`src/verilog/link_pkg.sv`:
```
// link layer types: lane byte, select code, select code values, ordered-set kinds
`default_nettype none

package link_pkg;

	//////////////////////////////
	// lane and select widths
	//////////////////////////////

	localparam int BYTE_BITS  = 8;
	localparam int BYTE_CNT_W = $clog2(BYTE_BITS); // bit position within a byte

	typedef logic [BYTE_BITS-1:0] lane_byte_t; // one byte on one lane
	typedef logic [3:0]           d_sel_t;     // code from the training FSM

	//////////////////////////////
	// select codes
	//////////////////////////////

	localparam d_sel_t SEL_SLOS1     = 4'h0;
	localparam d_sel_t SEL_SLOS2     = 4'h1;
	localparam d_sel_t SEL_GEN3_TS1  = 4'h2;
	localparam d_sel_t SEL_GEN3_TS2  = 4'h3;
	// 4'h4 would be gen4 ts1, not supported here so it idles
	localparam d_sel_t SEL_GEN4_TS2  = 4'h5;
	localparam d_sel_t SEL_GEN4_TS3  = 4'h6;
	localparam d_sel_t SEL_GEN4_TS4  = 4'h7;
	localparam d_sel_t SEL_TRANSPORT = 4'h8;
	localparam d_sel_t SEL_IDLE      = 4'hF; // any unlisted code behaves like this

	//////////////////////////////
	// ordered-set kinds
	//////////////////////////////

	// what the bit source walks once a set has been started
	typedef enum logic [2:0] {
		OS_SLOS1,
		OS_SLOS2,
		OS_GEN3_TS1,
		OS_GEN3_TS2,
		OS_GEN4_TS2,
		OS_GEN4_TS3,
		OS_GEN4_TS4
	} os_kind_t;

endpackage

`default_nettype wire

```
`src/verilog/ordered_set_pkg.sv`:
```
// ordered-set content: bit index, prbs and ts4 types, set lengths, seed, fixed patterns
`default_nettype none

package ordered_set_pkg;

	typedef logic [11:0] bit_count_t; // position inside a set, up to 2047
	typedef logic [10:0] prbs_t;      // prbs11 shift state
	typedef logic [3:0]  ts4_index_t; // running field of the gen4 ts4 header

	//////////////////////////////
	// set lengths in bits
	//////////////////////////////

	localparam bit_count_t LEN_SLOS = 12'd2048; // 256 whole bytes
	localparam bit_count_t LEN_GEN3 = 12'd64;
	localparam bit_count_t LEN_GEN4 = 12'd32;

	//////////////////////////////
	// prbs11 and ts4 counter
	//////////////////////////////

	localparam prbs_t PRBS_SEED = 11'd1;

	localparam ts4_index_t TS4_FIRST = 4'd1;
	localparam ts4_index_t TS4_LAST  = 4'd15; // wraps back to TS4_FIRST

	//////////////////////////////
	// gen3 training sets
	//////////////////////////////

	// lane 1 differs from lane 0 only in the lane number byte
	localparam logic [63:0] GEN3_TS1_LANE0 = 64'h01000000040098F2;
	localparam logic [63:0] GEN3_TS1_LANE1 = 64'h01010000040098F2;
	localparam logic [63:0] GEN3_TS2_LANE0 = 64'h01000000040064F2; // symbol 6 is 64 not 98
	localparam logic [63:0] GEN3_TS2_LANE1 = 64'h01010000040064F2;

	//////////////////////////////
	// gen4 headers
	//////////////////////////////

	localparam logic [31:0] GEN4_TS2_HEAD = 32'h7E04B0F0;
	localparam logic [31:0] GEN4_TS3_HEAD = 32'h7E0690F0;

	// bits 15..4 take {0, n, 15-n}, so n=1 gives 7E0F01E0
	localparam logic [31:0] GEN4_TS4_BASE = 32'h7E0F0000;

endpackage

`default_nettype wire

```
`src/verilog/os_decode.sv`:
```
// select decode: code sampling, set kind mapping, start strobe, transport path, abort level
`timescale 1ns/1ps
`default_nettype none

module os_decode
	import link_pkg::*;
(
	input  logic       fsm_clk,
	input  logic       rst,
	input  d_sel_t     d_sel,
	input  lane_byte_t transport_layer_data_in,
	input  logic       set_done,
	output logic       os_start,
	output os_kind_t   os_kind,
	output logic       transport_en,
	output lane_byte_t transport_byte,
	output logic       abort
);

	d_sel_t     sel_q;      // sampled code
	d_sel_t     sel_prev_q; // code one cycle earlier, for change detect
	lane_byte_t data_q;     // transport byte sampled alongside sel_q
	os_kind_t   kind_c;
	logic       is_os_c;

	//////////////////////////////
	// code to kind
	//////////////////////////////

	always_comb begin
		kind_c  = OS_SLOS1;
		is_os_c = 1'b1;
		case (sel_q)
			SEL_SLOS1:    kind_c = OS_SLOS1;
			SEL_SLOS2:    kind_c = OS_SLOS2;
			SEL_GEN3_TS1: kind_c = OS_GEN3_TS1;
			SEL_GEN3_TS2: kind_c = OS_GEN3_TS2;
			SEL_GEN4_TS2: kind_c = OS_GEN4_TS2;
			SEL_GEN4_TS3: kind_c = OS_GEN4_TS3;
			SEL_GEN4_TS4: kind_c = OS_GEN4_TS4;
			default:      is_os_c = 1'b0; // transport and idle codes
		endcase
	end

	always_ff @(posedge fsm_clk or negedge rst) begin
		if (!rst) begin
			sel_q        <= SEL_IDLE;
			sel_prev_q   <= SEL_IDLE;
			os_start     <= 1'b0;
			os_kind      <= OS_SLOS1;
			transport_en <= 1'b0;
			abort        <= 1'b1; // lanes held at zero until a set code shows up
		end else begin
			sel_q      <= d_sel;
			sel_prev_q <= sel_q;
			// new set code, or same code held after the previous set went out
			os_start     <= is_os_c && ((sel_q != sel_prev_q) || set_done);
			os_kind      <= kind_c;
			transport_en <= (sel_q == SEL_TRANSPORT);
			abort        <= !is_os_c;
		end
	end

	// transport byte follows the same two stages as the code
	always_ff @(posedge fsm_clk) begin
		data_q         <= transport_layer_data_in;
		transport_byte <= data_q;
	end

endmodule

`default_nettype wire

```
`src/verilog/os_bit_source.sv`:
```
// bit source: prbs11 generator, fixed pattern walker, ts4 header counter, one bit per cycle
`timescale 1ns/1ps
`default_nettype none

module os_bit_source
	import link_pkg::*;
	import ordered_set_pkg::*;
(
	input  logic     fsm_clk,
	input  logic     rst,
	input  logic     os_start,
	input  os_kind_t os_kind,
	input  logic     abort,
	output logic     bit_valid,
	output logic     bit_lane0,
	output logic     bit_lane1,
	output logic     bit_last
);

	typedef enum logic {
		IDLE,
		RUN
	} state_t;

	state_t      state_q;
	os_kind_t    kind_q;    // kind of the set in flight
	bit_count_t  pos_q;     // counts down, L-1 is the first bit on the wire
	prbs_t       prbs_q;
	ts4_index_t  ts4_idx_q;
	bit_count_t  start_len_c;
	logic [31:0] ts4_head_c;
	logic [5:0]  gen3_pos;
	logic [4:0]  gen4_pos;
	logic        b0_c;
	logic        b1_c;

	assign gen3_pos = pos_q[5:0];
	assign gen4_pos = pos_q[4:0];

	// 7E0F0 then n, 15-n, 0
	assign ts4_head_c = GEN4_TS4_BASE | {16'h0000, 4'h0, ts4_idx_q, ~ts4_idx_q, 4'h0};

	//////////////////////////////
	// set length per kind
	//////////////////////////////

	always_comb begin
		case (os_kind)
			OS_SLOS1, OS_SLOS2:       start_len_c = LEN_SLOS;
			OS_GEN3_TS1, OS_GEN3_TS2: start_len_c = LEN_GEN3;
			default:                  start_len_c = LEN_GEN4;
		endcase
	end

	//////////////////////////////
	// current bit per lane
	//////////////////////////////

	always_comb begin
		b0_c = 1'b0;
		b1_c = 1'b0;
		case (kind_q)
			OS_SLOS1: begin
				b0_c = prbs_q[0];
				b1_c = prbs_q[0];
			end
			OS_SLOS2: begin
				b0_c = ~prbs_q[0];
				b1_c = ~prbs_q[0];
			end
			OS_GEN3_TS1: begin
				b0_c = GEN3_TS1_LANE0[gen3_pos];
				b1_c = GEN3_TS1_LANE1[gen3_pos];
			end
			OS_GEN3_TS2: begin
				b0_c = GEN3_TS2_LANE0[gen3_pos];
				b1_c = GEN3_TS2_LANE1[gen3_pos];
			end
			OS_GEN4_TS2: begin // gen4 headers are the same on both lanes
				b0_c = GEN4_TS2_HEAD[gen4_pos];
				b1_c = GEN4_TS2_HEAD[gen4_pos];
			end
			OS_GEN4_TS3: begin
				b0_c = GEN4_TS3_HEAD[gen4_pos];
				b1_c = GEN4_TS3_HEAD[gen4_pos];
			end
			OS_GEN4_TS4: begin
				b0_c = ts4_head_c[gen4_pos];
				b1_c = ts4_head_c[gen4_pos];
			end
			default: begin
				b0_c = 1'b0;
				b1_c = 1'b0;
			end
		endcase
	end

	// a restart drops the bit in flight, the gap lets the packer realign
	assign bit_valid = (state_q == RUN) && !os_start;
	assign bit_lane0 = b0_c;
	assign bit_lane1 = b1_c;
	assign bit_last  = bit_valid && (pos_q == '0);

	always_ff @(posedge fsm_clk or negedge rst) begin
		if (!rst) begin
			state_q   <= IDLE;
			kind_q    <= OS_SLOS1;
			pos_q     <= '0;
			prbs_q    <= PRBS_SEED;
			ts4_idx_q <= TS4_FIRST;
		end else if (abort) begin
			state_q   <= IDLE;
			ts4_idx_q <= TS4_FIRST;
		end else if (os_start) begin
			state_q <= RUN;
			kind_q  <= os_kind;
			pos_q   <= start_len_c - 1'b1;
			prbs_q  <= PRBS_SEED;
			if (os_kind != OS_GEN4_TS4)
				ts4_idx_q <= TS4_FIRST;
		end else if (state_q == RUN) begin
			pos_q  <= pos_q - 1'b1;
			prbs_q <= {prbs_q[9:0], prbs_q[10] ^ prbs_q[8]}; // x^11 + x^9 + 1
			if (pos_q == '0) begin
				state_q <= IDLE;
				if (kind_q == OS_GEN4_TS4) begin
					if (ts4_idx_q == TS4_LAST)
						ts4_idx_q <= TS4_FIRST;
					else
						ts4_idx_q <= ts4_idx_q + 1'b1;
				end
			end
		end
	end

endmodule

`default_nettype wire

```
`src/verilog/lane_packer.sv`:
```
// lane packer: per-lane bit to byte shift, lane registers, sent strobe, lanes-on flag
`timescale 1ns/1ps
`default_nettype none

module lane_packer
	import link_pkg::*;
(
	input  logic       fsm_clk,
	input  logic       rst,
	input  logic       bit_valid,
	input  logic       bit_lane0,
	input  logic       bit_lane1,
	input  logic       bit_last,
	input  logic       transport_en,
	input  lane_byte_t transport_byte,
	input  logic       abort,
	output lane_byte_t lane_0_tx,
	output lane_byte_t lane_1_tx,
	output logic       set_done,
	output logic       tx_lanes_on
);

	lane_byte_t            sh0_q; // partial byte, lane 0
	lane_byte_t            sh1_q; // partial byte, lane 1
	lane_byte_t            byte0_c;
	lane_byte_t            byte1_c;
	logic [BYTE_CNT_W-1:0] cnt_q; // bits already in the shift registers
	logic                  byte_end;

	// first bit of a byte ends up in bit 7
	assign byte0_c  = {sh0_q[BYTE_BITS-2:0], bit_lane0};
	assign byte1_c  = {sh1_q[BYTE_BITS-2:0], bit_lane1};
	assign byte_end = bit_valid && (cnt_q == BYTE_CNT_W'(BYTE_BITS - 1));

	//////////////////////////////
	// shift registers
	//////////////////////////////

	always_ff @(posedge fsm_clk) begin
		if (bit_valid) begin
			sh0_q <= byte0_c;
			sh1_q <= byte1_c;
		end
	end

	//////////////////////////////
	// lane registers and status
	//////////////////////////////

	always_ff @(posedge fsm_clk or negedge rst) begin
		if (!rst) begin
			cnt_q       <= '0;
			lane_0_tx   <= '0;
			lane_1_tx   <= '0;
			set_done    <= 1'b0;
			tx_lanes_on <= 1'b0;
		end else begin
			set_done <= 1'b0; // strobe
			if (abort) begin
				cnt_q     <= '0;
				lane_0_tx <= transport_en ? transport_byte : '0; // transport rides lane 0
				lane_1_tx <= '0;
			end else if (!bit_valid) begin
				cnt_q <= '0; // sets always start on a byte boundary
			end else begin
				cnt_q <= cnt_q + 1'b1;
				if (byte_end) begin
					lane_0_tx   <= byte0_c;
					lane_1_tx   <= byte1_c;
					tx_lanes_on <= 1'b1; // sticky until reset
					set_done    <= bit_last;
				end
			end
		end
	end

endmodule

`default_nettype wire

```
`src/verilog/data_bus_transmit.sv`:
```
// top level: select decode, bit source and lane packer wired in a chain
`timescale 1ns/1ps
`default_nettype none

module data_bus_transmit
	import link_pkg::*;
(
	input  logic       fsm_clk,
	input  logic       rst,
	input  d_sel_t     d_sel,
	input  lane_byte_t transport_layer_data_in,
	output lane_byte_t lane_0_tx,
	output lane_byte_t lane_1_tx,
	output logic       os_sent,
	output logic       tx_lanes_on
);

	logic       os_start;
	os_kind_t   os_kind;
	logic       transport_en;
	lane_byte_t transport_byte;
	logic       abort;
	logic       bit_valid;
	logic       bit_lane0;
	logic       bit_lane1;
	logic       bit_last;

	// os_sent doubles as set_done back into the decoder
	os_decode u_decode (
		.fsm_clk                 (fsm_clk),
		.rst                     (rst),
		.d_sel                   (d_sel),
		.transport_layer_data_in (transport_layer_data_in),
		.set_done                (os_sent),
		.os_start                (os_start),
		.os_kind                 (os_kind),
		.transport_en            (transport_en),
		.transport_byte          (transport_byte),
		.abort                   (abort)
	);

	os_bit_source u_bit_source (
		.fsm_clk   (fsm_clk),
		.rst       (rst),
		.os_start  (os_start),
		.os_kind   (os_kind),
		.abort     (abort),
		.bit_valid (bit_valid),
		.bit_lane0 (bit_lane0),
		.bit_lane1 (bit_lane1),
		.bit_last  (bit_last)
	);

	lane_packer u_packer (
		.fsm_clk        (fsm_clk),
		.rst            (rst),
		.bit_valid      (bit_valid),
		.bit_lane0      (bit_lane0),
		.bit_lane1      (bit_lane1),
		.bit_last       (bit_last),
		.transport_en   (transport_en),
		.transport_byte (transport_byte),
		.abort          (abort),
		.lane_0_tx      (lane_0_tx),
		.lane_1_tx      (lane_1_tx),
		.set_done       (os_sent),
		.tx_lanes_on    (tx_lanes_on)
	);

endmodule

`default_nettype wire

```
`config.mk`:
```
export PLATFORM = sky130hd
export DESIGN_NAME = data_bus_transmit
export DESIGN_NICKNAME = d
export VERILOG_FILES = /design/src/verilog/link_pkg.sv /design/src/verilog/ordered_set_pkg.sv /design/src/verilog/os_decode.sv /design/src/verilog/os_bit_source.sv /design/src/verilog/lane_packer.sv /design/src/verilog/data_bus_transmit.sv
export SDC_FILE = /design/constraint.sdc
export NUM_CORES = 1
export LEC_CHECK = 0
export BUFFER_PORTS_ARGS = -buffer_cell sky130_fd_sc_hd__buf_2
export CORE_UTILIZATION = 44
export DETAILED_ROUTE_END_ITERATION = 8
export MAX_ROUTING_LAYER = met4
export PLACE_DENSITY = 0.64
export SLEW_MARGIN = 10
export SYNTH_ARGS = -nofsm -noshare
export SYNTH_HDL_FRONTEND = slang
export SYNTH_SLANG_ARGS = --single-unit
```
`constraint.sdc`:
```
create_clock -name fsm_clk -period 2.05 [get_ports fsm_clk]
set_input_delay 0.205 -clock fsm_clk [delete_from_list [all_inputs] [get_ports fsm_clk]]
set_output_delay 0.205 -clock fsm_clk [all_outputs]
set_load 0.01 [all_outputs]
```
==> reports/metrics.cfg <==
[power]
vdd_drop_max_v=0.000597
p_total_uw=4800
total_leakage_power_uw=0.00216
p_seq_share_pct=50.8
power.density_nw_per_um2=985
p_int_uw=3290
p_clk_share_pct=23.6
p_switching_uw=1510
comb_power_share_pct=25.7
swShare_pct=31.5

[global_routing]
grt_max_degree=46
met2_usage_pct=29.3
antenna_found_initial=0
grt.met1_usage_pct=25.5
grt_pass1_vias=2846
grt_usage_pct=19.3
busiest_layer=met2
met3_usage_pct=4.01
grt_pass1_wl_um=13900
grt.overflow.total=0

[sta]
slew_violations=0
hold_viol_final=0
finalSetupViolations=0
hold_slack_ps=333
fin_crit_sh_pct=98.4
fmax_ghz=0.496
relSlewSlack_pct=62.3
skew_ps=9.43
rsz0062_at_grt=true
worstMarginPinSlew_ps=565
layout_min_cycle_time_ps=2020

[floorplanning]
chipWidth_um=97.9
io_pins=32
start_util_pct=45.9
dieArea_um2=9570
die_h_um=97.9
row_count=34
core_um2=8810

[synthesis]
post_synth_inst_count=360
synthArstFlopShare_pct=68.8
synth.ff_latch_count=96
synth_edf_count=14
synthDistinctLibCells=59
synth_most_common_cell=dfrtp_1
synth_nets=383
synth_common_cells=55 x dfrtp_1, 49 x nand2_1, 29 x o21ai_0
synth_ff_type=dfrtp_1
yosys_warnings=0
syn_area_um2=4040
synth_top_area_cell=dfrtp_1
synth.top_cell.area_share_pct=34.0
synth_area_leaders=dfrtp_1 34%, edfxtp_1 10%, dfxtp_1 7.9%, dfstp_2 7.1%, nand2_1 4.5%
syn_area_per_cell_um2=11.2
ys_seq_area_share_pct=59.5

[worst_setup_path]
worstSetupStartpoint=u_bit_source.pos_q[0]$_DFFE_PN0P_
required_ps=2290
crit_path_start_kind=flip-flop
worstSetupEndpointType=flip-flop
cp.arrival_ps=2260
r2r_start=u_bit_source.pos_q[0]$_DFFE_PN0P_
critPathMaxFanout=6
worstSetupPathType=flip-flop to flip-flop

[clock_network]
htreeDepth=3
clk_pin_slew_ps=90
clock_latency_ps=360
cts_tree=done
cts.sinks=96
numCtsBuffers=9
clk_path_buf_depth=2
cts_root_buffer=clkbuf_8

[placed_design]
gp_congestion=0.837
io_buffers=31
place_inst=506
hpwl_um=5480

[detailed_routing]
ant_nets=0
wirelength_um=8330
drc=2
first_pass_iters=6
vias=2915
wl_per_cell_um=15.4
drt-initial-drc-count=151
vias_per_cell=5.39

[final_layout]
layout.nets=451
finish.utilization_pct=55.4
drive_gt1_share_pct=27.0
stdcell_count=541
num-fill-cells=760
seqCellArea_um2=2410
multi_input_area_um2=1580
area_growth_pct=20.6
diodes=0

[outcome]
outcome=complete, but fails checks
violations=design-rule violations

[job]
maxCapViolations=0

[worst_hold_path]
hold_class=flip-flop to flip-flop
min_from=u_decode.data_q[5]$_DFF_P_

state kept, by name (all words and copies together), names as in the netlist, 7 cells and up:
name and flops:
u_packer.sh0_q 7, u_packer.sh1_q 7, u_decode.data_q 8, u_packer.lane_0_tx 8
u_decode.transport_byte 8, u_packer.lane_1_tx 8, u_bit_source.pos_q 12, u_bit_source.prbs_q 11
cell usage in the layout (no fill, tap or decap), types with 5 or more instances in the layout:
master | netlist | layout
a21oi_1 | 18 | 17
a22o_1 | 9 | 9
a22oi_1 | 11 | 11
a32oi_1 | 7 | 7
buf_2 | 3 | 31
buf_4 | 1 | 31
clkbuf_8 | 0 | 10
dfrtp_1 | 55 | 53
dfstp_2 | 11 | 11
dfxtp_1 | 16 | 16
dlygate4sd3_1 | 0 | 13
edfxtp_1 | 14 | 14
ha_1 | 9 | 6
inv_1 | 8 | 6
nand2_1 | 49 | 49
nand3_1 | 6 | 6
nor2_1 | 12 | 12
nor2b_1 | 9 | 7
nor3_1 | 7 | 7
nor3b_1 | 5 | 5
o21ai_0 | 29 | 27
xnor2_1 | 7 | 7
worst max-delay path, stage by stage, from the launching register on:
cell,delay [ps]
dfrtp_2,430
mux4_2,520
or3b_1,380
a211oi_2,280
a211oi_2,100
nand3_2,90
buf_4,100
metal layers:
layer | wire length (um) | part of all wire [%]
met1 | 4040 | 48
met2 | 3900 | 47
met3 | 253 | 3.0
met4 | 133 | 1.6
met5 | 0 | 0
repair_timing:
item | CTS | global route
setup endpoints to repair | 2 | 11
hold endpoints to repair | 28 | 0
pin swaps | 0 | 7
setup buffers | 1 | 5
hold buffers | 13 | 0
gates resized for setup | 3 | 15
final timing paths:
| check | end | slack, ps | cells past startpoint |
|---|---|---|---|
| min in group asynchronous | u_decode.os_start$_DFF_PN0_ | 370 | 2 |
| worst min register to register | u_decode.transport_byte[5]$_DFF_P_ | 330 | 0 |
| worst max-delay path | u_packer.sh0_q[0]$_DFFE_PP_ | 30 | 6 |
| max in group asynchronous | u_bit_source.prbs_q[0]$_DFFE_PN1P_ | 990 | 3 |
| worst min-delay path | u_decode.transport_byte[5]$_DFF_P_ | 330 | 0 |
| worst max register to register | u_packer.sh0_q[0]$_DFFE_PP_ | 30 | 6 |
cells by family (layout without fill, tap and decap cells):
family                     after synthesis  count (layout)  share of synthesized area, %
xor gates and xnor gates                 9               9                          1.95
adders and majority gates                9               9                          2.79
AOI/OAI and AO/OA                       93              93                          15.5
and+or+nand+nor                        120             120                          15.7
DFF                                     96              96                          59.5
buffers and inverters                   27             100                          2.69
muxes                                    6               6                          1.89
cell type report:
type                       instances  share of cell area (%)
sequential                        96                    49.4
multi-input combinational        237                    32.5
timing repair buffer              76                    11.0
clock buffer                      11                    2.90
tap                              108                    2.77
clock inverter                     5                   0.821
inverter                           8                   0.616
through the flow:
stage / worst slack (ps) / cell area (um^2) / TNS (ps)
final: 33.4 / 4880 / 0
after global routing: -35.7 / 4880 / -68.8
after CTS: 9.19 / 4790 / 0
after detailed placement: -51.7 / 4460 / -51.7
after global placement: 49.0 / 4460 / 0
after floorplan: 13.7 / 4050 / 0
power by group through the flow:
stage,combinational (uW),clock (uW),sequential (uW)
floorplan,775,0,2380
global placement,1050,0,2450
detailed placement,1070,0,2460
CTS,1110,1180,2420
global route,1380,1250,2470
finish,1230,1130,2440
(Power assumes the default switching activity.)
